`src/source/stream_fifo.sv`:
```
// stream FIFO that shows its head entry without a read request and carries any payload type
`timescale 1ns/100ps

module stream_fifo #(
	parameter type payload_t = logic [7:0],
	parameter int DEPTH = 16 // must be a power of two, at least 2
) (
	input logic clk,
	input logic rst_n,

	input payload_t wr_data,
	input logic wr_valid,
	output logic wr_ready,

	output payload_t rd_data,
	output logic rd_valid,
	input logic rd_ready
);

	localparam int AW = $clog2(DEPTH);

	payload_t mem [DEPTH];

	logic [AW:0] wr_ptr, rd_ptr; // one extra bit tells full from empty
	logic full, empty;
	logic wr_fire, rd_fire;

	always_comb begin
		full = (wr_ptr[AW] != rd_ptr[AW]) && (wr_ptr[AW-1:0] == rd_ptr[AW-1:0]);
		empty = (wr_ptr == rd_ptr);

		wr_ready = ~full;
		rd_valid = ~empty;
		rd_data = mem[rd_ptr[AW-1:0]]; // head entry is shown without a read request

		wr_fire = wr_valid && wr_ready;
		rd_fire = rd_valid && rd_ready;
	end

	always_ff @(posedge clk) begin
		if (!rst_n) begin
			wr_ptr <= '0;
			rd_ptr <= '0;
		end else begin
			if (wr_fire) wr_ptr <= wr_ptr + 1'b1;
			if (rd_fire) rd_ptr <= rd_ptr + 1'b1;
		end
	end

	always_ff @(posedge clk) begin
		if (wr_fire) mem[wr_ptr[AW-1:0]] <= wr_data;
	end

	// a stalled head entry stays on offer and is never overwritten until it is read
	a_rd_hold: assert property (@(posedge clk) disable iff (!rst_n)
		rd_valid && !rd_ready |=> rd_valid && $stable(rd_data));

	// a writer that meets a full buffer keeps its entry on offer
	a_wr_hold: assert property (@(posedge clk) disable iff (!rst_n)
		wr_valid && !wr_ready |=> wr_valid && $stable(wr_data));

endmodule

```
`config.mk`:
```
export PLATFORM = sky130hd
export DESIGN_NAME = stream_fifo
export DESIGN_NICKNAME = d
export VERILOG_FILES = /design/src/source/stream_fifo.sv
export SDC_FILE = /design/constraint.sdc
export NUM_CORES = 1
export LEC_CHECK = 0
export BUFFER_PORTS_ARGS = -buffer_cell sky130_fd_sc_hd__buf_4
export CORE_UTILIZATION = 53
export CTS_BUF_LIST = sky130_fd_sc_hd__clkbuf_4 sky130_fd_sc_hd__clkbuf_8
export DETAILED_ROUTE_END_ITERATION = 8
export GPL_ROUTABILITY_DRIVEN = 0
export GPL_TIMING_DRIVEN = 0
export PLACE_DENSITY_LB_ADDON = 0.1
export SLEW_MARGIN = 30
export SYNTH_ARGS = -nofsm -noshare
export SYNTH_HDL_FRONTEND = slang
export SYNTH_SLANG_ARGS = --single-unit
```
`constraint.sdc`:
```
create_clock -name clk -period 3.3 [get_ports clk]
set_clock_uncertainty 0.2 [all_clocks]
set_input_delay 0.495 -clock clk [delete_from_list [all_inputs] [get_ports clk]]
set_output_delay 0.495 -clock clk [all_outputs]
set_load 0.02 [all_outputs]
```
# Word-level counts from Yosys, hierarchy flattened
# Memory sizes are Yosys's and may differ from the RTL's. A register that Yosys moved wholly into a read port is not among the register bits.
# Cells that the tools add are included.
[totals]
reg_bits = 10
mem_bits_rw = 128
in_bits = 12
output_inout_bits = 10
elab_cells = 17
n_memories = 1
[classes]
n_addsub = 2
n_eq_ne = 3
n_mux = 4
bitwise_logic = 2
n_reduce_logical = 3
[mem_list]
columns = ["name", "words", "width", "read_ports", "rd_clocked_by_memory_dff", "wr", "line", "text"]
rows = [
  ["mem", 16, 8, 1, 1, 1, "22", "payload_t mem [DEPTH];"],
]
[op_table]
columns = ["cell", "count"]
rows = [
  ["$add A5 B1 Y5 const B", 2],
  ["$mux W4", 2],
  ["$eq A5 B5 Y1", 1],
  ["$eq A4 B4 Y1", 1],
  ["$logic_and A1 B1 Y1", 3],
  ["$mux W1", 2],
  ["$not A1 Y1", 2],
  ["$ne A1 B1 Y1", 1],
]

# Logic depth before layout (Yosys ltp)
[depth]
ltp_word = 6
mapped_depth = 5
depth_no_buf = 4

# Worst setup path before layout
# OpenSTA, ideal clock, no wires.
[synth_timing]
path_kind = "reg2out"
from = "reg (tool-made name)"
to = "out rd_data[0] (netlist name)"
arrival_time_ns = 1.632
t_required_ns = 2.605
setup_slack_ns = 0.973
stages_incl_launch_ff = 5
n_path_buf = 2
cell_sequence = "dfxtp_1 buf_6 buf_8 mux4_1 mux4_2"
[synth_lines]
columns = ["item", "line", "text"]
rows = [
  ["to (decl)", "15", "output payload_t rd_data,"],
]

==> results.cfg <==
[placement]
io_buffers = 21
place_ws_ps = 416
dpl.hpwl_um = 7230
dp_cells = 442

[grt]
grt_max_degree = 17
grt_overflow_total = 0
grt_pass1_vias = 2899
antenna_found_initial = 0
grt_pass1_wl_um = 17200
grtUsageTotal = 0.220

[finish]
num_antenna_cells = 0
layout.cells.non_filler = 474
syn_to_final_growth_pct = 13.9
nNetsFinal = 342
drive_above_1_share = 0.237

[floorplanning]
die_w_um = 107
ios = 22
core_area_mm2 = 0.0105
die-height_um = 107
start_util = 0.556
num_rows = 37
dieArea_mm2 = 0.0114

[critical_path]
start_kind = register
cp_max_fo = 10
arrival_ps = 2510
endpoint_kind = output pin
reg2reg_depth = 5
r2r_slack_ps = 800
r2r_end = mem[11][5]
required_ps = 2600
worst-setup-path-type = register to output pin
regToRegStartpoint = wr_ptr[0]

[pwr]
p_leak_uw = 0.00227
p_per_area_mw_per_mm2 = 633
worst_ir_drop_vdd_mv = 0.332

[cts]
clkTransAtPathRegs_ps = 80
cts_resized = 1
tritoncts = yes
cts-htree-levels = 4
clock_latency_ps = 430
clockRootBuffer = clkbuf_8
clock_sinks = 142
cts_setup_buffers = 0
numCtsBuffers = 17
cts_hold_buf = 0
cts_buffer_depth = 2

[run_status]
status = completed

[sta]
fmax_mhz = 312
setup_ws_ps = 96.1
setup_viol = 0
slew_violations = 0
tns_ps = 0
grt_setup_unrepaired = no
finalHoldViolCount = 0
slew_headroom = 0.434
tightest_slew_ps = 848
period_share = 0.971
period_needed_ps = 3200

[routing]
ant_nets = 0
drc = 0
dr.pass1.iters = 4
wl_um = 11300
vias = 2812
drt_iter0_drc = 185
wl_per_cell_um = 23.8
post_drt_via_cell_ratio = 5.93

[min_path]
hold_path.class = primary input to register
hold_path_end = mem[13][5]
min_path_cells = 1
hp-start = wr_data[5]

[synthesis]
synth_area_per_cell_um2 = 20.5
netlist_area_mm2 = 0.00584
synth_nets = 302
synthCells = 285
yosysSeqAreaShare = 0.706
yosysWarnings = 0
synth_cell_type_count = 32
ys_ff_latch = 142

[run]
cap_violations = 0
through the flow:
stage | power [uW] | area, um^2 | hold slack, ps | utilization
final | 4210 | 6650 | 170 | 0.633
after global routing | 4350 | 6650 | 150 | 0.633
after CTS | 4250 | 6650 | 145 | 0.633
after detailed placement | 2630 | 6170 | 308 | 0.588
after global placement | 2620 | 6170 | 297 | 0.587
after floorplan | 2440 | 5840 | 278 | -
critical path, stage by stage (launching register included):
cell      delay (ps)
dfxtp_1          450
clkbuf_1         550
mux4_1           400
mux4_2           490
buf_4            180
per-layer routing:
| metal | track usage | vias up | share of wire |
|---|---|---|---|
| li1 | - | 1278 | - |
| met1 | 0.316 | 1454 | 0.45 |
| met2 | 0.327 | 75 | 0.48 |
| met3 | 0.0681 | 5 | 0.064 |
| met4 | 0.0607 | 0 | 0.0060 |
| met5 | 0 | - | 0 |
cells in the mapped netlist:
| cell | count | area (um^2) |
|---|---|---|
| a2111o_1 | 2 | 22.5 |
| a211o_1 | 2 | 17.5 |
| a21oi_1 | 2 | 10.0 |
| a21oi_2 | 2 | 17.5 |
| and2_1 | 1 | 6.26 |
| and3_1 | 11 | 68.8 |
| and4b_1 | 4 | 40.0 |
| buf_1 | 4 | 15.0 |
| buf_12 | 1 | 20.0 |
| buf_2 | 1 | 5.00 |
| buf_4 | 1 | 7.51 |
| buf_6 | 1 | 11.3 |
| buf_8 | 2 | 30.0 |
| clkbuf_1 | 5 | 18.8 |
| dfxtp_1 | 14 | 280 |
| edfxtp_1 | 128 | 3840 |
| ha_1 | 5 | 62.6 |
| inv_1 | 6 | 22.5 |
| mux2i_1 | 8 | 80.1 |
| mux4_1 | 24 | 631 |
| mux4_2 | 16 | 360 |
| nand2_1 | 13 | 48.8 |
| nand2b_1 | 3 | 18.8 |
| nand3_1 | 9 | 45.0 |
| nand3b_1 | 2 | 15.0 |
| nand4_1 | 5 | 31.3 |
| nor2_1 | 1 | 3.75 |
| nor2b_1 | 1 | 6.26 |
| nor4_4 | 1 | 21.3 |
| o211ai_1 | 4 | 30.0 |
| xnor2_1 | 1 | 8.76 |
| xor2_1 | 5 | 43.8 |
state kept, by name (all words and copies together), names as in the netlist, named ones only:
| name | cells |
|---|---|
| rd_ptr | 5 |
| wr_ptr | 5 |
| mem | 128 |
final cells by class:
cell class                      instances  area, um^2
Sequential cell                       142        4120
Fill cell                             728        3850
Multi-Input combinational cell        122        1590
Clock inverter                         15         244
Clock buffer                           17         234
Tap cell                              136         170
Timing Repair Buffer                   21         158
Buffer                                 15         109
Inverter                                6        22.5
worst max-delay path by stage:
stage	start	depth (start not counted)	to	slack, ps
finish	register	4	rd_data[7]	100
global route	register	4	rd_data[0]	20
CTS	register	4	rd_data[7]	50
detailed placement	register	4	rd_data[7]	420
global placement	register	4	rd_data[7]	460
floorplan	register	4	rd_data[0]	970
power by group:
part,internal (uW),switching [uW],total [uW],leakage [uW]
Combinational,288,289,577,0.000764
Sequential,1990,19.5,2010,0.00127
Clock,974,657,1630,0.000232
Total,3250,965,4210,0.00227
logic make-up (layout without fill, tap and decap cells):
kind of cell	after synthesis	count (layout)	synth area share
compound gates	12	12	0.0167
xor+xnor	6	6	0.00899
fa+ha+maj	5	5	0.0107
buf+inv	21	74	0.0223
flops	142	142	0.706
mux	48	48	0.183
simple gates	51	51	0.0522
cell usage in the layout (no fill, tap or decap), types with 2 or more instances in the layout:
| master | netlist | layout |
|---|---|---|
| a2111o_1 | 2 | 2 |
| a211o_1 | 2 | 2 |
| a21oi_2 | 2 | 3 |
| and3_1 | 11 | 11 |
| and4b_1 | 4 | 4 |
| buf_1 | 4 | 3 |
| buf_2 | 1 | 2 |
| buf_4 | 1 | 22 |
| buf_8 | 2 | 2 |
| bufinv_16 | 0 | 6 |
| clkbuf_1 | 5 | 5 |
| clkbuf_8 | 0 | 17 |
| clkinv_2 | 0 | 3 |
| clkinv_4 | 0 | 3 |
| clkinvlp_4 | 0 | 3 |
| dfxtp_1 | 14 | 14 |
| edfxtp_1 | 128 | 128 |
| ha_1 | 5 | 5 |
| inv_1 | 6 | 6 |
| mux2i_1 | 8 | 8 |
| mux4_1 | 24 | 24 |
| mux4_2 | 16 | 16 |
| nand2_1 | 13 | 13 |
| nand2b_1 | 3 | 3 |
| nand3_1 | 9 | 9 |
| nand3b_1 | 2 | 2 |
| nand4_1 | 5 | 5 |
| o211ai_1 | 4 | 4 |
| xor2_1 | 5 | 5 |
Note: power is estimated with default switching activity, not from simulation.
