### src/source/crc32_pkg.sv
// CRC-32 package: polynomial, initial state and check residue of the ethernet FCS
package crc32_pkg;

	// IEEE 802.3 polynomial 0x04C11DB7 in bit reversed form, for an LSB first register
	localparam logic [31:0] CRC32_POLY_REFLECTED = 32'hEDB88320;

	// the register starts at all ones for every frame
	localparam logic [31:0] CRC32_INIT = 32'hFFFFFFFF;

	// state left in the register after a frame and its correct FCS have passed through,
	// so a receiver checks a frame without knowing where the FCS starts
	localparam logic [31:0] CRC32_RESIDUE = 32'hDEBB20E3;

endpackage

### src/source/eth_frame_pkg.sv
// ethernet frame package: frame layout constants and the classifier to transmit control word
package eth_frame_pkg;

	// one buffered byte as it sits in the frame FIFO
	typedef struct packed {
		logic [7:0] data;
		logic tuser; // set on the four FCS bytes
		logic tlast;
	} frame_beat_t;

	// one control word per frame, written by the classifier after the last FCS byte
	typedef struct packed {
		logic update_fcs; // regenerate the FCS over the outgoing bytes
		logic [15:0] ip_csum; // zero leaves the IPv4 header checksum as it is
		logic drop;
		logic corrupt; // raise tuser on the last output byte
	} loop_ctl_t;

	localparam int ETHERTYPE_POS = 12; // byte offset of the ethertype, no VLAN tag
	localparam int IP_HDR_POS = 14; // first byte of the IPv4 header
	localparam int IP_HDR_WORDS = 10; // header length 5, no options

	// 16-bit word index of the IPv4 header checksum, bytes 24 and 25
	localparam int IP_CSUM_WORD = 12;

	localparam logic [15:0] ETHERTYPE_IPV4 = 16'h0800;
	localparam logic [7:0] IPV4_VER_IHL = 8'h45; // version 4, header length 5

	// shortest legal frame in bytes, FCS included
	localparam int MIN_FRAME_LEN = 64;

endpackage

### src/source/crc32_byte.sv
// CRC-32 byte step: advances a reflected ethernet CRC state by one data byte
`timescale 1ns/100ps

module crc32_byte import crc32_pkg::*; (
	input logic [31:0] state_in,
	input logic [7:0] data_in,
	output logic [31:0] state_out
);

	logic [31:0] crc_work;

	// the byte enters LSB first, as it goes on the wire
	always_comb begin
		crc_work = state_in;

		for (int i = 0; i < 8; i++) begin
			if (crc_work[0] ^ data_in[i]) begin
				crc_work = (crc_work >> 1) ^ CRC32_POLY_REFLECTED;
			end else begin
				crc_work = crc_work >> 1;
			end
		end

		state_out = crc_work; // no final inversion here, the callers do it
	end

endmodule

### src/source/eth_frame_loop_tx.sv
// loopback transmit stage: drops or sends each buffered frame as its control word says
`timescale 1ns/100ps

module eth_frame_loop_tx import eth_frame_pkg::*; (
	input logic clk,
	input logic rst_n,

	input logic [7:0] s_axis_frame_tdata,
	input logic s_axis_frame_tuser, // tags the four FCS bytes
	input logic s_axis_frame_tlast,
	input logic s_axis_frame_tvalid,
	output logic s_axis_frame_tready,

	input loop_ctl_t s_axis_ctl_tdata,
	input logic s_axis_ctl_tvalid,
	output logic s_axis_ctl_tready,

	output logic [7:0] m_axis_tdata,
	output logic m_axis_tuser,
	output logic m_axis_tlast,
	output logic m_axis_tvalid,
	input logic m_axis_tready
);

	typedef enum logic [1:0] {ST_WAIT, ST_SEND, ST_DROP} tx_state_t;

	tx_state_t state;
	loop_ctl_t ctl; // control word of the frame in flight
	logic [15:0] count; // output byte index within the frame
	logic [31:0] fcs_state, fcs_next;
	logic fcs_seen; // an FCS byte of this frame has already gone out
	logic ctl_fire, frame_fire;

	assign ctl_fire = s_axis_ctl_tvalid && s_axis_ctl_tready;
	assign frame_fire = s_axis_frame_tvalid && s_axis_frame_tready;

	always_ff @(posedge clk) begin
		if (!rst_n) begin
			state <= ST_WAIT;
			s_axis_ctl_tready <= 1'b0;
			count <= '0;
			fcs_state <= '1;
			fcs_seen <= 1'b0;
		end else begin
			case (state)
				ST_WAIT: begin
					s_axis_ctl_tready <= 1'b1;
					if (ctl_fire) begin
						state <= s_axis_ctl_tdata.drop ? ST_DROP : ST_SEND;
						s_axis_ctl_tready <= 1'b0;
						count <= '0;
						fcs_state <= '1;
					end
				end

				ST_SEND: begin
					if (frame_fire) begin
						count <= count + 16'd1;
						// the CRC sees the bytes as sent, the FCS bytes shift the result out
						if (ctl.update_fcs) begin
							fcs_state <= s_axis_frame_tuser ? {8'hFF, fcs_state[31:8]} : fcs_next;
						end
						if (s_axis_frame_tlast) state <= ST_WAIT;
					end
				end

				ST_DROP: begin
					if (frame_fire && s_axis_frame_tlast) state <= ST_WAIT;
				end

				default: state <= ST_WAIT;
			endcase

			if (frame_fire && s_axis_frame_tlast) fcs_seen <= 1'b0;
			else if (state == ST_SEND && frame_fire && s_axis_frame_tuser) fcs_seen <= 1'b1;
		end
	end

	always_ff @(posedge clk) begin
		if (ctl_fire) ctl <= s_axis_ctl_tdata;
	end

	always_comb begin
		m_axis_tdata = s_axis_frame_tdata;
		m_axis_tuser = 1'b0;
		m_axis_tlast = 1'b0;
		m_axis_tvalid = 1'b0;
		s_axis_frame_tready = 1'b0;

		if (state == ST_SEND) begin
			if (ctl.update_fcs && s_axis_frame_tuser) begin
				m_axis_tdata = ~fcs_state[7:0]; // low byte first
			end else if (ctl.ip_csum != 16'd0 && count[15:1] == IP_CSUM_WORD) begin
				m_axis_tdata = count[0] ? ctl.ip_csum[7:0] : ctl.ip_csum[15:8];
			end

			m_axis_tuser = ctl.corrupt && s_axis_frame_tlast; // receiver sees a bad frame
			m_axis_tlast = s_axis_frame_tlast;
			m_axis_tvalid = s_axis_frame_tvalid;
			s_axis_frame_tready = m_axis_tready;
		end else if (state == ST_DROP) begin
			s_axis_frame_tready = 1'b1;
		end
	end

	crc32_byte crc32_byte_i (
		.state_in(fcs_state),
		.data_in(m_axis_tdata),
		.state_out(fcs_next)
	);

	// the classifier tags only the trailing bytes, so once FCS starts it runs to tlast
	a_fcs_tail: assert property (@(posedge clk) disable iff (!rst_n)
		state == ST_SEND && fcs_seen && s_axis_frame_tvalid |-> s_axis_frame_tuser);

endmodule

### config.mk
export PLATFORM = sky130hd
export DESIGN_NAME = eth_frame_loop_tx
export DESIGN_NICKNAME = d
export VERILOG_FILES = /design/src/source/crc32_pkg.sv /design/src/source/eth_frame_pkg.sv /design/src/source/crc32_byte.sv /design/src/source/eth_frame_loop_tx.sv
export SDC_FILE = /design/constraint.sdc
export NUM_CORES = 1
export LEC_CHECK = 0
export BUFFER_PORTS_ARGS = -buffer_cell sky130_fd_sc_hd__buf_2
export CORE_ASPECT_RATIO = 0.7
export CORE_MARGIN = 4
export CORE_UTILIZATION = 53
export CTS_CLUSTER_DIAMETER = 150
export DETAILED_ROUTE_END_ITERATION = 12
export HOLD_SLACK_MARGIN = 0.08
export PLACE_DENSITY = 0.73
export SKIP_CTS_REPAIR_TIMING = 1
export SYNTH_ARGS = -nofsm -noshare
export SYNTH_HDL_FRONTEND = slang
export SYNTH_HIERARCHICAL = 1
export SYNTH_SLANG_ARGS = --single-unit
### constraint.sdc
create_clock -name clk -period 6.25 [get_ports clk]
set_input_delay 0.3125 -clock clk [delete_from_list [all_inputs] [get_ports clk]]
set_output_delay 0.3125 -clock clk [all_outputs]
set_load 0.05 [all_outputs]
Word-level counts from Yosys, hierarchy flattened
Cells that the tools add are included.

cells by class
  add/sub/neg operators = 1
  equality and inequality tests = 8
  multiplexer cells = 32
  bitwise operators = 17
  reduce and logical (&&, ||, !) cells = 12

operators by type and width
  operator                                         number
  2-to-1 mux 32 bit                                12
  NOT 13 -> 14 bit                                 8
  one-hot mux 32 bit (2 select lines)              1
  2-to-1 mux 16 bit                                2
  2-to-1 mux 8 bit                                 4
  one-hot mux 16 bit (2 select lines)              1
  adder 16 x 1 -> 16 bit (second input constant)   1
  nonzero test 16 bit                              1
  == test 15 x 4 -> 1 bit (second input constant)  1
  2-to-1 mux 2 bit                                 5
  inequality test 2 bit (second input constant)    5
  NOT 8 bit                                        1
  AND reduction 4 bit                              2
  XOR 1 bit                                        8
  logical AND 1 bit                                6
  2-to-1 mux 1 bit                                 6
  one-hot mux 2 bit (3 select lines)               1
  AND reduction 3 bit                              1
  == test 2 x 1 -> 1 bit (second input constant)   1
  == test 2 bit (second input constant)            1
  logical NOT 2 bit                                1
  nonzero test 2 bit                               1

word-level totals
  register bits after elaboration = 69
  input port bits = 34
  output and inout bits = 13
  logic and storage cells = 77

Depth between registers and ports, before layout
  depth in word-level cells = 25
  mapped depth = 13
  mapped depth without buffers = 11

Cells and area by module
Netlist, hierarchy kept.

modules (own cells, without submodules)
  module             times used  cells each  area each (um2)  sequential area each (um2)
  eth_frame_loop_tx  1           395         3543.4           1561.5
  crc32_byte         1           70          769.5            0.0

Worst setup path after synthesis
Ideal clock, no wire load.

  path type = reg2reg
  start point = register count[7]
  end point = register fcs_state[20]
  setup time = 0.130 ns
  arrival = 3.672 ns
  data required time = 6.120 ns
  slack = 2.448 ns
  stages on the path, launching flop included = 14
  path buffers = 2
  clock period less this slack = 3.802 ns
  path through = dfxtp_1 > buf_4 > nor4_4 > nand4_4 > or2_1 > buf_6 > a311o_1 > xnor2_4 > xor2_4 > xnor3_1 > xor3_1 > nor2b_1 > a2111oi_0 > o21ai_1

between the ends
  elaborated cells between the ends (all ways) = 28
  those cells by class = eq/ne (1); mux (15); bitwise (11); reduce/logical (1)

RTL lines
  what                                   line                     RTL
  from (decl)                            eth_frame_loop_tx.sv:29  logic [15:0] count;
  from (signal assigned)                 eth_frame_loop_tx.sv:58  count <= count + 16'd1;
  == test 15 x 4 -> 1 bit *              eth_frame_loop_tx.sv:93  end else if (ctl.ip_csum != 16'd0 && count[15:1] == IP_CSUM_WORD) begin
  logical AND 1 bit *                    eth_frame_loop_tx.sv:93
  2-to-1 mux 8 bit *                     eth_frame_loop_tx.sv:93
  2-to-1 mux 8 bit *                     eth_frame_loop_tx.sv:91  if (ctl.update_fcs && s_axis_frame_tuser) begin
  2-to-1 mux 8 bit *                     eth_frame_loop_tx.sv:90  if (state == ST_SEND) begin
  net m_axis_tdata[1]                    eth_frame_loop_tx.sv:18  output logic [7:0] m_axis_tdata,
  XOR 1 bit *                            crc32_byte.sv:17         if (crc_work[0] ^ data_in[i]) begin
  2-to-1 mux 32 bit * (2 in series)      crc32_byte.sv:17
  (+6 left out)                          -
  2-to-1 mux 32 bit *                    crc32_byte.sv:17
  NOT 13 -> 14 bit (no line)             -
  2-to-1 mux 32 bit *                    crc32_byte.sv:17
  net fcs_next[20]                       eth_frame_loop_tx.sv:30  logic [31:0] fcs_state, fcs_next;
  2-to-1 mux 32 bit *                    eth_frame_loop_tx.sv:61  fcs_state <= s_axis_frame_tuser ? {8'hFF, fcs_state[31:8]} : fcs_next;
  2-to-1 mux 32 bit *                    eth_frame_loop_tx.sv:60  if (ctl.update_fcs) begin
  2-to-1 mux 32 bit *                    eth_frame_loop_tx.sv:57  if (frame_fire) begin
  one-hot mux 32 bit (2 select lines) *  eth_frame_loop_tx.sv:45  case (state)
  to (signal assigned)                   eth_frame_loop_tx.sv:61
  to (decl)                              eth_frame_loop_tx.sv:30

Mark *: on every way through the listed nets, which the timed path passes. The rest lies on a longest branch. The select of a mux whose other input is x is not followed.
A chain may end at the register's enable or synchronous reset.

Worst setup path in the final report
  start point = register state[0]
  end point = register fcs_state[23]

between the ends
  longest elaborated chain between the ends = 20
  elaborated cells between the ends (all ways) = 35
  those cells by class = eq/ne (5); mux (15); bitwise (11); reduce/logical (4)

ends and longest elaborated chain
  what                                   line                     RTL
  from (decl)                            eth_frame_loop_tx.sv:27  tx_state_t state;
  from (signal assigned)                 eth_frame_loop_tx.sv:49  state <= s_axis_ctl_tdata.drop ? ST_DROP : ST_SEND;
  == test 2 x 1 -> 1 bit *               eth_frame_loop_tx.sv:90
  2-to-1 mux 8 bit *                     eth_frame_loop_tx.sv:90
  XOR 1 bit                              crc32_byte.sv:17
  2-to-1 mux 32 bit                      crc32_byte.sv:17
  NOT 13 -> 14 bit (no line)             -
  2-to-1 mux 32 bit (2 in series)        crc32_byte.sv:17
  NOT 13 -> 14 bit (no line)             -
  2-to-1 mux 32 bit                      crc32_byte.sv:17
  (+4 left out)                          -
  2-to-1 mux 32 bit                      crc32_byte.sv:17
  NOT 13 -> 14 bit (no line)             -
  2-to-1 mux 32 bit *                    crc32_byte.sv:17
  net fcs_next[23]                       eth_frame_loop_tx.sv:30
  2-to-1 mux 32 bit *                    eth_frame_loop_tx.sv:61
  2-to-1 mux 32 bit *                    eth_frame_loop_tx.sv:60
  2-to-1 mux 32 bit *                    eth_frame_loop_tx.sv:57
  one-hot mux 32 bit (2 select lines) *  eth_frame_loop_tx.sv:45

Marks and branches as above.

==> flow_metrics.tcl <==
set metrics [dict create \
    status "finished, final reports clean" \
    synth_top_area_share_pct 23.67 \
    tns_ps 0 \
    seq_area_frac_synth_pct 36.21 \
    hold_path_class "in2reg" \
    power.switching_uw 380.5 \
    pre_cts_slack_ps 1854 \
    viasPerCell 6.097 \
    synth.avg_cell_area_um2 9.275 \
    yosys.area.top_type "dfxtp_1" \
    wl_um 10450 \
    fin_skew_ps 6.406 \
    slew_headroom_pct 36.85 \
    final_cell_mix "51 x dfxtp_1, 46 x buf_2, 44 x nor2_1" \
    syn_nets 500 \
    p_leak_uw 0.001712 \
    grt_pass1_wl_um 17380 \
    max_freq_mhz 225.6 \
    placed_area_um2 4553 \
    ctsLongestPathBuffers 2 \
    synth.distinct_cells 62 \
    crit_arrival_ps 4620 \
    switching_share_pct 27.36 \
    antenna_found_initial 0 \
    drv_slew 0 \
    layout_commonest_cell "dfxtp_1" \
    comb_power_share_pct 20.8 \
    postLayoutCellArea_um2 4920 \
    fin_ws_ps 1817 \
    yosys-top-cells-area "dfxtp_1 24%, edfxtp_1 13%, xnor2_1 8.7%, a2111oi_0 4.9%, nor2_1 3.8%" \
    drive_above_1_share_pct 17.64 \
    cts_tree "yes" \
    diodes 0 \
    critPathRequiredTime_ps 6440 \
    netlist_instances 465 \
    seq_power_share_pct 34.4 \
    grt_pass1_vias 3462 \
    clk_pin_slew_worst_paths_ps 60 \
    port_buffers 46 \
    drc 0 \
    yosys_warnings 6 \
    pwr_density_cell_nw_per_um2 282.8 \
    root_buffer "clkbuf_16" \
    drt_pass1_iterations 5 \
    period_minus_slack_ps 4433 \
    synth_area_um2 4313 \
    clkSinkCount 69 \
    cts_buffers 9 \
    power_uw 1391 \
    drt_iter0_markers 270 \
    hold_viol_final 0 \
    clk_latency_ps 340 \
    synth_edf_count 18 \
    finalSetupViolCount 0 \
    wl_per_cell_um 17.41 \
    ys_seq_elements 69 \
    placementRows 27 \
    gr-total-overflow 0 \
    core-area_um2 7905 \
    max_slew.worst_pin.slew_ps 947.3 \
    path_class "reg2reg" \
    multi_input_area_um2 2601 \
    crit_path_end_kind "flip-flop" \
    area_growth_pct 14.07 \
    seqCellArea_um2 1562 \
    dp_hpwl_um 7260 \
    start_util_pct 54.56 \
    internal_power_uw 1011 \
    io_pins 47 \
    fp.dieW_um 115.8 \
    ir_worst_vdd_mv 0.1496 \
    start_kind "flip-flop" \
    globalplace.congestion 0.8936 \
    fillers 678 \
    grt_max_degree 59 \
    nets 529 \
    dieArea_um2 9668 \
    fp.dieH_um 83.48 \
    grtUsageTotal_pct 22.35 \
    synth_top_flop_cell "dfxtp_1" \
    async_reset_ff_share_pct 0 \
    rsz0062_at_grt "no" \
    ant_nets 0 \
    clockPowerShare_pct 44.8 \
    finalCritPeriodShare_pct 70.92 \
    vias 3658 \
    max_cap_viol_count 0 \
    cp_max_fo 24 \
    htree_levels 3 \
]
## cells by family (layout without fill, tap and decap cells)
kind of cell | Yosys count | count (layout) | synth area share [%]
adder cells (fa/ha/maj) | 1 | 1 | 0.2901
multiplexers | 12 | 12 | 2.814
AO/OA/AOI/OAI | 106 | 106 | 16.28
XOR/XNOR | 70 | 70 | 17.84
AND/OR/NAND/NOR | 173 | 173 | 22.92
buffers and inverters | 34 | 68 | 3.655
flip-flops | 69 | 69 | 36.21
## power by group through the flow
| stage | Sequential [µW] | Clock, µW | Combinational, µW |
|---|---|---|---|
| floorplan | 486 | 0 | 227 |
| global placement | 488 | 0 | 279 |
| detailed placement | 488 | 0 | 284 |
| CTS | 478 | 626 | 288 |
| global route | 479 | 644 | 312 |
| finish | 478 | 623 | 290 |
## registers in the layout, indices dropped and copies added (netlist names)
register,cells
count,16
s_axis_ctl_tready,1
state,2
fcs_state,32
ctl,18
## stage by stage
stage,hold slack [ps],utilization [%],instances
6_report,146.4,62.23,600
5_1_grt,140.7,62.23,600
4_1_cts,141.7,62.23,600
3_5_place_dp,490.6,57.60,584
3_3_place_gp,480.1,57.60,584
2_1_floorplan,411.4,-,465
## path summary, 6_finish.rpt
path | startpoint | endpoint | slack (ps) | cells past startpoint
setup / recovery | state[0] | fcs_state[23] | 1820 | 12
hold / removal | s_axis_ctl_tdata[4] | ctl[4] | 150 | 1
setup reg to reg | state[0] | fcs_state[23] | 1820 | 12
hold reg to reg | count[11] | count[11] | 500 | 2
## area by class of cell
type / instances / area share (%)
multi-input combinational: 362 / 52.87
sequential: 69 / 31.74
timing repair buffer: 49 / 5.137
clock buffer: 10 / 5.086
tap: 101 / 2.569
clock inverter: 6 / 2.365
inverter: 3 / 0.2289
## cell usage after synthesis (3+ instances only)
master,number
o21ai_1,32
a21oi_1,11
xnor2_1,43
nor2b_1,26
mux2i_1,11
a31oi_1,3
o22ai_1,3
nor3_1,5
xor2_2,5
edfxtp_1,18
and3_1,7
a2111oi_0,24
inv_1,3
nor2_1,44
and2_1,4
buf_2,6
clkbuf_1,21
xor2_1,12
nand4_1,3
nand3_1,6
a311o_1,8
nand2b_1,3
and4_1,4
o21ai_0,14
dfxtp_1,51
o31ai_1,3
nand2_1,29
nor4_1,22
xnor2_2,5
## worst max-delay path, cell delays in order, from the launching register on
cell and delay [ps]:
dfxtp_1 760, nand2b_1 560, buf_4 390, nand2_1 80, o21ai_0 70, a311o_1 370, xnor2_2 400, xor2_4 340
xnor3_1 550, xor3_1 200, nor2b_1 130, a2111oi_0 320, o21ai_1 90
## per-layer routing
| metal | track usage [%] | part of all wire, % |
|---|---|---|
| met2 | 32.17 | 44 |
| met5 | 0 | 0 |
| met1 | 33.58 | 47 |
| met4 | 6.006 | 0.98 |
| met3 | 5.000 | 7.7 |
Note: power is estimated with default switching activity, not from simulation.
