**config.mk**
```make
export PLATFORM = sky130hd
export DESIGN_NAME = eth_frame_classify
export DESIGN_NICKNAME = d
export VERILOG_FILES = /design/src/source/crc32_pkg.sv /design/src/source/eth_frame_pkg.sv /design/src/source/crc32_byte.sv /design/src/source/eth_frame_classify.sv
export SDC_FILE = /design/constraint.sdc
export NUM_CORES = 1
export LEC_CHECK = 0
export ABC_AREA = 1
export BUFFER_PORTS_ARGS = -buffer_cell sky130_fd_sc_hd__buf_4
export CAP_MARGIN = 20
export CORE_MARGIN = 2
export CORE_UTILIZATION = 57
export CTS_CLUSTER_DIAMETER = 50
export DETAILED_ROUTE_END_ITERATION = 10
export GPL_TIMING_DRIVEN = 0
export PLACE_DENSITY = 0.75
export SLEW_MARGIN = 20
export SYNTH_ARGS = -nofsm -noshare
export SYNTH_HDL_FRONTEND = slang
export SYNTH_SLANG_ARGS = --single-unit
```
**constraint.sdc**
```tcl
create_clock -name clk -period 7.8 [get_ports clk]
set_input_delay 1.56 -clock clk [delete_from_list [all_inputs] [get_ports clk]]
set_output_delay 1.56 -clock clk [all_outputs]
set_load 0.05 [all_outputs]
```
**src/source/crc32_pkg.sv**
```systemverilog
// CRC-32 package: polynomial, initial state and check residue of the ethernet FCS
package crc32_pkg;

	// IEEE 802.3 polynomial 0x04C11DB7 in bit reversed form, for an LSB first register
	localparam logic [31:0] CRC32_POLY_REFLECTED = 32'hEDB88320;

	// the register starts at all ones for every frame
	localparam logic [31:0] CRC32_INIT = 32'hFFFFFFFF;

	// state left in the register after a frame and its correct FCS have passed through,
	// so a receiver checks a frame without knowing where the FCS starts
	localparam logic [31:0] CRC32_RESIDUE = 32'hDEBB20E3;

endpackage

```
**src/source/eth_frame_pkg.sv**
```systemverilog
// ethernet frame package: frame layout constants and the classifier to transmit control word
package eth_frame_pkg;

	// one buffered byte as it sits in the frame FIFO
	typedef struct packed {
		logic [7:0] data;
		logic tuser; // set on the four FCS bytes
		logic tlast;
	} frame_beat_t;

	// one control word per frame, written by the classifier after the last FCS byte
	typedef struct packed {
		logic update_fcs; // regenerate the FCS over the outgoing bytes
		logic [15:0] ip_csum; // zero leaves the IPv4 header checksum as it is
		logic drop;
		logic corrupt; // raise tuser on the last output byte
	} loop_ctl_t;

	localparam int ETHERTYPE_POS = 12; // byte offset of the ethertype, no VLAN tag
	localparam int IP_HDR_POS = 14; // first byte of the IPv4 header
	localparam int IP_HDR_WORDS = 10; // header length 5, no options

	// 16-bit word index of the IPv4 header checksum, bytes 24 and 25
	localparam int IP_CSUM_WORD = 12;

	localparam logic [15:0] ETHERTYPE_IPV4 = 16'h0800;
	localparam logic [7:0] IPV4_VER_IHL = 8'h45; // version 4, header length 5

	// shortest legal frame in bytes, FCS included
	localparam int MIN_FRAME_LEN = 64;

endpackage

```
**src/source/crc32_byte.sv**
```systemverilog
// CRC-32 byte step: advances a reflected ethernet CRC state by one data byte
`timescale 1ns/100ps

module crc32_byte import crc32_pkg::*; (
	input logic [31:0] state_in,
	input logic [7:0] data_in,
	output logic [31:0] state_out
);

	logic [31:0] crc_work;

	// the byte enters LSB first, as it goes on the wire
	always_comb begin
		crc_work = state_in;

		for (int i = 0; i < 8; i++) begin
			if (crc_work[0] ^ data_in[i]) begin
				crc_work = (crc_work >> 1) ^ CRC32_POLY_REFLECTED;
			end else begin
				crc_work = crc_work >> 1;
			end
		end

		state_out = crc_work; // no final inversion here, the callers do it
	end

endmodule

```
**src/source/eth_frame_classify.sv**
```systemverilog
// frame classifier: buffers the incoming frame, checks FCS and length, works out the IPv4 checksum
`timescale 1ns/100ps

module eth_frame_classify import eth_frame_pkg::*, crc32_pkg::*; #(
	parameter int FRAME_DEPTH = 2048
) (
	input logic clk,
	input logic rst_n,

	input logic [7:0] s_axis_tdata,
	input logic s_axis_tlast,
	input logic s_axis_tvalid,
	output logic s_axis_tready,

	input logic fcs_regen,
	input logic [3:0] corrupt_every,

	output frame_beat_t beat_data,
	output logic beat_valid,
	input logic beat_ready,

	output loop_ctl_t ctl_data,
	output logic ctl_valid,
	input logic ctl_ready
);

	logic in_enable; // low in reset and for one clock after it
	logic [3:0][7:0] pipe_data; // index 0 holds the newest byte
	logic [3:0] pipe_vld;
	logic draining;
	logic adv, s_fire, drain_step, drain_done, shift;

	logic [15:0] byte_cnt; // bytes already accepted in this frame
	logic [14:0] word_idx;
	logic [31:0] crc_state, crc_next;
	logic [15:0] csum_acc, csum_next;
	logic [16:0] csum_sum;
	logic hdr_word;
	logic [15:0] ethertype;
	logic [7:0] ver_ihl;
	logic [3:0] keep_cnt; // frames kept since the last corrupt mark
	logic frame_drop, frame_corrupt;

	always_comb begin
		// the output stage moves when neither the beat nor the control word is stuck
		adv = (!beat_valid || beat_ready) && (!ctl_valid || ctl_ready);
		s_axis_tready = in_enable && !draining && adv && ctl_ready;
		s_fire = s_axis_tvalid && s_axis_tready;

		drain_step = draining && adv && ctl_ready;
		drain_done = drain_step && (pipe_vld[2:0] == 3'b000); // last held byte leaves
		shift = s_fire || drain_step;

		// header words pair the previous byte with the current one
		word_idx = byte_cnt[15:1];
		hdr_word = byte_cnt[0] && (word_idx >= IP_HDR_POS / 2) &&
			(word_idx < IP_HDR_POS / 2 + IP_HDR_WORDS) && (word_idx != IP_CSUM_WORD);
		csum_sum = {1'b0, csum_acc} + {1'b0, pipe_data[0], s_axis_tdata};
		csum_next = hdr_word ? csum_sum[15:0] + {15'd0, csum_sum[16]} : csum_acc;

		frame_drop = (crc_next != CRC32_RESIDUE) || (byte_cnt < 16'(MIN_FRAME_LEN - 1));
		frame_corrupt = !frame_drop && (corrupt_every != 4'd0) &&
			(keep_cnt + 4'd1 >= corrupt_every);
	end

	always_ff @(posedge clk) begin
		if (!rst_n) begin
			in_enable <= 1'b0;
			pipe_vld <= '0;
			draining <= 1'b0;
			beat_valid <= 1'b0;
			ctl_valid <= 1'b0;
			byte_cnt <= '0;
			crc_state <= CRC32_INIT;
			csum_acc <= '0;
			keep_cnt <= '0;
		end else begin
			in_enable <= 1'b1;

			if (shift) begin
				pipe_vld <= {pipe_vld[2:0], s_fire};
				beat_valid <= pipe_vld[3]; // oldest byte drops into the output register
			end else if (beat_ready) begin
				beat_valid <= 1'b0;
			end

			if (s_fire && s_axis_tlast) draining <= 1'b1;
			else if (drain_done) draining <= 1'b0;

			// control word goes out alongside the last FCS byte
			if (drain_done) ctl_valid <= 1'b1;
			else if (ctl_ready) ctl_valid <= 1'b0;

			if (s_fire) begin
				if (s_axis_tlast) begin
					byte_cnt <= '0;
					crc_state <= CRC32_INIT;
					csum_acc <= '0;
					if (!frame_drop && corrupt_every != 4'd0) begin
						keep_cnt <= frame_corrupt ? 4'd0 : keep_cnt + 4'd1;
					end
				end else begin
					byte_cnt <= byte_cnt + 16'd1;
					crc_state <= crc_next;
					csum_acc <= csum_next;
				end
			end
		end
	end

	always_ff @(posedge clk) begin
		if (shift) begin
			pipe_data <= {pipe_data[2:0], s_axis_tdata};
			beat_data.data <= pipe_data[3];
			beat_data.tuser <= draining; // whatever is still held at tlast is FCS
			beat_data.tlast <= drain_done;
		end

		if (s_fire) begin
			if (byte_cnt == ETHERTYPE_POS) ethertype[15:8] <= s_axis_tdata;
			if (byte_cnt == ETHERTYPE_POS + 1) ethertype[7:0] <= s_axis_tdata;
			if (byte_cnt == IP_HDR_POS) ver_ihl <= s_axis_tdata;
		end

		if (s_fire && s_axis_tlast) begin
			ctl_data.update_fcs <= fcs_regen;
			ctl_data.ip_csum <= (ethertype == ETHERTYPE_IPV4 && ver_ihl == IPV4_VER_IHL) ?
				~csum_acc : 16'd0;
			ctl_data.drop <= frame_drop;
			ctl_data.corrupt <= frame_corrupt;
		end
	end

	crc32_byte crc32_byte_i (
		.state_in(crc_state),
		.data_in(s_axis_tdata),
		.state_out(crc_next)
	);

	// the whole frame has to fit the frame FIFO before its control word releases it
	a_frame_fits: assert property (@(posedge clk) disable iff (!rst_n)
		s_fire |-> byte_cnt < FRAME_DEPTH);

endmodule

```
# Yosys cells after proc, flatten, opt, wreduce, memory -nomap -nowiden
# Cells that the tools add are included.
dict set report word_totals {
  reg_bits 161
  latchBits 0
  mem_bits_rw 0
  mem_bits_ro 0
  inputBits 19
  out_inout_bits 32
  word_cells 109
  memories 0
}
dict set report classes {
  add_sub_neg 4
  mul 0
  div_mod_pow 0
  order_cmp 4
  eq_ne 7
  shift 0
  n_mux 20
  n_bitwise 17
  n_reduce_logical 34
}
# operator count
set ops {}
lappend ops {{$mux 32} 9}
lappend ops {{$not 13->14} 8}
lappend ops {{$eq 16x4->1 const B} 3}
lappend ops {{$mux 16} 3}
lappend ops {{$ne 32x32->1 const B} 1}
lappend ops {{$add 16x16->17} 1}
lappend ops {{$add 16x1->16} 1}
lappend ops {{$add 16x1->16 const B} 1}
lappend ops {{$eq 16x12->1 const B} 1}
lappend ops {{$lt 16x6->1 const B} 1}
lappend ops {{$not 16->16} 1}
lappend ops {{$ge 15x3->1 const B} 1}
lappend ops {{$logic_and 1x1->1} 15}
lappend ops {{$lt 15x5->1 const B} 1}
lappend ops {{$ne 15x4->1 const B} 1}
lappend ops {{$eq 8x7->1 const B} 1}
lappend ops {{$reduce_and 2->1} 4}
lappend ops {{$reduce_bool 2->1} 4}
lappend ops {{$xor 1x1->1} 8}
lappend ops {{$mux 1} 7}
lappend ops {{$add 4x1->4 const B} 1}
lappend ops {{$ge 4x4->1} 1}
lappend ops {{$logic_not 1->1} 4}
lappend ops {{$logic_or 1x1->1} 4}
lappend ops {{4 further kinds} 4}

# Logic depth before layout (Yosys ltp)
dict set report depth {
  depth_word 22
  ltp_mapped 24
  depth_no_buf 24
}

# Hierarchy
# From an unflattened synthesis, not the netlist that was laid out.
dict set report unflattened {
  cells_unflattened 975
  hier_area_um2 8460.6
}
# module n_inst cells_per_inst area_per_inst_um2 seq_area_each_um2
set modules_own_cells {}
lappend modules_own_cells {eth_frame_classify 1 780 7226.9 4073.9}
lappend modules_own_cells {crc32_byte 1 195 1233.7 0.0}

# Worst setup path after synthesis
# Ideal clock, no wire load.
dict set report synth_timing {
  path_type {in2reg}
  start {in beat_ready}
  end {reg csum_acc[2]}
  setup_ps 116
  arrival_time_ps 4505
  required_time_ps 7684
  setup_slack_ps 3179
  stages 13
  n_path_buf 2
  cell_sequence {inv_1 -> nand2_1 -> nand2_1 -> nor3_2 -> nand2_1 -> buf_2 -> nor2_1 -> inv_1 -> nand2_1 -> inv_1 -> buf_2 -> nor2_1 -> nor2_1}
}
dict set report synth_via {
  elab_chain_len 6
}
# element line
set synth_lines {}
lappend synth_lines {{from (decl)} eth_frame_classify.sv:20} ;# input logic beat_ready,
lappend synth_lines {{$logic_or 1x1->1} eth_frame_classify.sv:46} ;# adv = (!beat_valid || beat_ready) && (!ctl_valid || ctl_ready);
lappend synth_lines {{$logic_and 1x1->1} eth_frame_classify.sv:46}
lappend synth_lines {{$logic_and 1x1->1 (2 in a row)} eth_frame_classify.sv:47} ;# s_axis_tready = in_enable && !draining && adv && ctl_ready;
lappend synth_lines {{via s_axis_tready} eth_frame_classify.sv:13} ;# output logic s_axis_tready,
lappend synth_lines {{$logic_and 1x1->1} eth_frame_classify.sv:48} ;# s_fire = s_axis_tvalid && s_axis_tready;
lappend synth_lines {{$reduce_and 2->1 (no line)} --}
lappend synth_lines {{to (signal assigned)} eth_frame_classify.sv:105} ;# csum_acc <= csum_next;
lappend synth_lines {{to (decl)} eth_frame_classify.sv:36} ;# logic [15:0] csum_acc, csum_next;
# The timed path passes the listed nets, and every way through them passes these cells.
# A chain may end at the register's enable or synchronous reset.

# Worst setup path after layout
dict set report layout_timing {
  start {in s_axis_tdata[0]}
  end {reg csum_acc[14]}
}
dict set report layout_via {
  elab_chain_len 4
}
# element line
set layout_lines {}
lappend layout_lines {{from (decl)} eth_frame_classify.sv:10} ;# input logic [7:0] s_axis_tdata,
lappend layout_lines {{$add 16x16->17} eth_frame_classify.sv:58} ;# csum_sum = {1'b0, csum_acc} + {1'b0, pipe_data[0], s_axis_tdata};
lappend layout_lines {{$add 16x1->16} eth_frame_classify.sv:59} ;# csum_next = hdr_word ? csum_sum[15:0] + {15'd0, csum_sum[16]} : csum_acc;
lappend layout_lines {{$mux 16} eth_frame_classify.sv:59}
lappend layout_lines {{$mux 16} eth_frame_classify.sv:95} ;# if (s_axis_tlast) begin
# Every way passes these cells. The select of a mux whose other input is x is not followed.

==> Flow_metrics.wiki <==
{| class="wikitable"
! Metric !! Value
|-
| Starting DRT DRC Count || 596
|-
| Total CTS buffers || 17
|-
| Initial antenna violation count || 0
|-
| Setup-failing EPs final || 0
|-
| Critical setup path kind || in -> reg
|-
| Worst Skew || 0.005617 ns
|-
| Overflow left after global routing || 0
|-
| Net load switching power || 0.5674 mW
|-
| Ys flop type || sky130_fd_sc_hd__edfxtp_1
|-
| Area growth from synthesis to layout || 14.98%
|-
| Post-route fraction of the period consumed by the critical path || 0.5988
|-
| Switching share of power || 0.2773
|-
| Tightest hold margin || 0.4205 ns
|-
| Number of synthesized flops with an enable pin || 85
|-
| Chip Height || 125.4 um
|-
| Clk Tree Root Cell || sky130_fd_sc_hd__clkbuf_16
|-
| Power per cell area || 211.8 nW/um^2
|-
| Mapped Cells || 1069
|-
| Crit-path max FO || 8
|-
| Sequential-to-total area share from yosys stat || 0.4847
|-
| Endpoints failing hold || 0
|-
| Fmax || 214.1 MHz
|-
| Transition at the pin with the smallest max-transition slack || 0.6773 ns
|-
| H-tree depth reported by CTS || 4
|-
| IO Count || 51
|-
| TNS Setup || 0 ns
|-
| CTS clk-pin slew, worst paths || 0.07 ns
|-
| First-pass GRT wire length || 32620 um
|-
| Number of vias per cell after detailed routing || 5.425
|-
| Gr usage total || 0.2601
|-
| Die width || 125.4 um
|-
| Die outline area || 15730 um^2
|-
| Max-slew violation count || 0
|-
| Synthesized net count || 1117
|-
| Largest net degree at the start of global routing || 40
|-
| Number of flip-flops and latches in the synthesized netlist || 161
|-
| Layout cells sized above 1 || 0.1120
|-
| Via count of the first global-routing pass || 6694
|-
| Detailed placer's ending HPWL || 15030 um
|-
| Port-buffer cells || 50
|-
| Length of the first detailed-routing pass in iterations || 7
|-
| Required arrival time at the worst endpoint || 8.09 ns
|-
| Fraction of power consumed by sequential logic || 0.452
|-
| Fin nets || 1188
|-
| Routed wire length || 19990 um
|-
| Number of distinct library cell variants in the gate-level netlist after synthesis || 39
|-
| Category of the worst setup path capture point || flip-flop
|-
| Cell area after synthesis || 8404 um^2
|-
| Proportion of power drawn by combinational gates || 0.137
|-
| Post-detailed-route count of antenna-violating nets || 0
|-
| Unrepaired setup endpoints after global routing || no
|-
| Yosys warning count || 0
|-
| Relative slew slack || 0.5465
|-
| Worst-case vdd ir drop || 0.1465 mV
|-
| Post-CTS setup repair buffer count || 0
|-
| Result of the run || complete, no violations
|-
| Number of inserted diodes || 0
|-
| Crit start category || input port
|-
| Hold-fix buffer count after cts || 0
|-
| Max Buffers Root-to-Sink || 2
|-
| Path category of the worst min-delay check || reg -> reg
|-
| CTS tree || done
|-
| Arrival time at the worst endpoint || 4.96 ns
|-
| Post-detailed-route wirelength per cell || 14.96 um
|-
| Mean Syn Cell Area || 7.862 um^2
|-
| Max-capacitance violation count || 0
|-
| Final weighted congestion in routability-driven placement || 0.9325
|-
| Placeable core region || 14480 um^2
|-
| TritonCTS sink count || 161
|-
| Starting Density || 0.5805
|-
| DR vias || 7248
|-
| Residual DRC || 0
|-
| Clock network power share || 0.411
|-
| Skew-Pair Late Insertion Delay || 0.42 ns
|-
| Cts repair resizes || 0
|-
| Internal power || 1.479 mW
|-
| Leakage || 4.481 nW
|-
| Async SR Flop Fraction || 0
|-
| Post-layout minimum cycle time || 4.671 ns
|-
| Number of standard-cell rows in the floorplan || 44
|}
worst paths after layout:
path	from	endpoint	slack (ns)	depth (start not counted)
max	s_axis_tdata[0]	csum_acc[14]	3.13	25
min reg2reg	pipe_data[21]	pipe_data[29]	0.42	0
min	pipe_data[21]	pipe_data[29]	0.42	0
max reg2reg	csum_acc[0]	csum_acc[14]	4.06	24
layout by cell type, fill, tap and decap left out, types with 2 or more instances in the layout:
cell	count
sky130_fd_sc_hd__nor4_1	6
sky130_fd_sc_hd__nand2_2	13
sky130_fd_sc_hd__ha_1	28
sky130_fd_sc_hd__buf_2	5
sky130_fd_sc_hd__nor3b_2	3
sky130_fd_sc_hd__clkbuf_1	11
sky130_fd_sc_hd__xnor2_1	4
sky130_fd_sc_hd__o21a_1	2
sky130_fd_sc_hd__o21ai_0	41
sky130_fd_sc_hd__nand3_2	3
sky130_fd_sc_hd__nor2_1	82
sky130_fd_sc_hd__dfxtp_1	76
sky130_fd_sc_hd__nand2_1	360
sky130_fd_sc_hd__a211oi_1	2
sky130_fd_sc_hd__buf_4	50
sky130_fd_sc_hd__nand3_1	73
sky130_fd_sc_hd__nand3b_1	8
sky130_fd_sc_hd__buf_1	2
sky130_fd_sc_hd__a21oi_1	69
sky130_fd_sc_hd__bufinv_16	2
sky130_fd_sc_hd__inv_8	4
sky130_fd_sc_hd__o211ai_1	17
sky130_fd_sc_hd__xor2_1	13
sky130_fd_sc_hd__nand4_1	17
sky130_fd_sc_hd__clkinv_4	2
sky130_fd_sc_hd__inv_6	3
sky130_fd_sc_hd__a21boi_0	2
sky130_fd_sc_hd__nand2_4	5
sky130_fd_sc_hd__inv_2	9
sky130_fd_sc_hd__nor3_1	9
sky130_fd_sc_hd__nor2_2	4
sky130_fd_sc_hd__edfxtp_1	85
sky130_fd_sc_hd__clkbuf_16	17
sky130_fd_sc_hd__inv_1	108
sequential cells by signal (all words and copies together), names as in the netlist:
signal,flops
ver_ihl,8
ethertype,16
ctl_valid,1
crc_state,32
pipe_vld,4
csum_acc,16
byte_cnt,16
pipe_data,32
beat_data,10
keep_cnt,4
in_enable,1
ctl_data,19
beat_valid,1
draining,1
metal layers:
layer	global-route usage	vias to the layer above	part of all wire
met5	0	-	0
li1	-	3693	-
met1	0.3270	3284	0.43
met3	0.05263	47	0.057
met4	0.1072	0	0.033
met2	0.4388	224	0.48
kinds of logic (layout without fill, tap and decap cells):
kind of cell | after synthesis | after routing | share of synthesized area
and+or+nand+nor | 590 | 590 | 0.3024
DFF | 161 | 161 | 0.4847
AOI/OAI and AO/OA | 136 | 136 | 0.08873
buffers and inverters | 136 | 219 | 0.06238
adders and majority gates | 29 | 29 | 0.04407
xor gates and xnor gates | 17 | 17 | 0.01772
stage by stage:
stage	utilization	std cells	power, mW	setup WS (ns)	cell area, um^2
6_report	0.6674	1336	2.046	3.129	9663
5_1_grt	0.6674	1336	2.130	2.765	9663
4_1_cts	0.6670	1336	2.052	3.195	9658
3_5_place_dp	0.6256	1305	1.218	2.750	9057
3_3_place_gp	0.6223	1303	1.212	2.715	9010
2_1_floorplan	-	1069	1.135	3.179	8404
area by class of cell:
class | count | area, um^2
fill | 1246 | 4816
inverter | 117 | 439.2
clock buffer | 17 | 425.4
tap | 184 | 230.2
multi-input combinational | 772 | 3824
sequential | 161 | 4074
clock inverter | 14 | 175.2
timing repair buffer | 52 | 410.4
buffer | 19 | 85.08
synth_stat cells, drive strengths merged, types with 13 or more instances:
master / number / area share
edfxtp: 85 / 0.30
dfxtp: 76 / 0.18
inv: 117 / 0.052
xor2: 13 / 0.014
a21oi: 69 / 0.041
o21ai: 41 / 0.024
nand4: 17 / 0.013
nor2: 87 / 0.041
o211ai: 17 / 0.015
nand3: 76 / 0.047
ha: 28 / 0.042
nand2: 378 / 0.18
critical path, cell delays in order:
cell                       delay, ns
sky130_fd_sc_hd__buf_4          0.14
sky130_fd_sc_hd__ha_1           0.18
sky130_fd_sc_hd__inv_1          0.05
sky130_fd_sc_hd__fa_1           0.40
sky130_fd_sc_hd__nand3b_1       0.17
sky130_fd_sc_hd__nand2_1        0.17
sky130_fd_sc_hd__nand2_1        0.07
sky130_fd_sc_hd__nand2_1        0.11
sky130_fd_sc_hd__nand3_1        0.11
sky130_fd_sc_hd__nand2_1        0.10
sky130_fd_sc_hd__a21oi_1        0.10
sky130_fd_sc_hd__o21bai_1       0.20
sky130_fd_sc_hd__ha_1           0.20
sky130_fd_sc_hd__ha_1           0.14
sky130_fd_sc_hd__inv_1          0.05
sky130_fd_sc_hd__nor2_1         0.10
sky130_fd_sc_hd__nand2_1        0.07
sky130_fd_sc_hd__nor2_1         0.15
sky130_fd_sc_hd__nand2_1        0.13
sky130_fd_sc_hd__nor2_1         0.20
sky130_fd_sc_hd__nand4_1        0.18
sky130_fd_sc_hd__nor2_1         0.15
sky130_fd_sc_hd__nand4_1        0.09
sky130_fd_sc_hd__nand2_1        0.08
sky130_fd_sc_hd__a21oi_1        0.06
power by group through the flow:
stage / registers, mW / logic (mW) / clock network, mW
after floorplan: 0.952 / 0.183 / 0
after global placement: 0.943 / 0.269 / 0
after detailed placement: 0.943 / 0.274 / 0
after CTS: 0.925 / 0.277 / 0.851
after global routing: 0.927 / 0.312 / 0.891
final: 0.925 / 0.280 / 0.841
(Power assumes the default switching activity.)
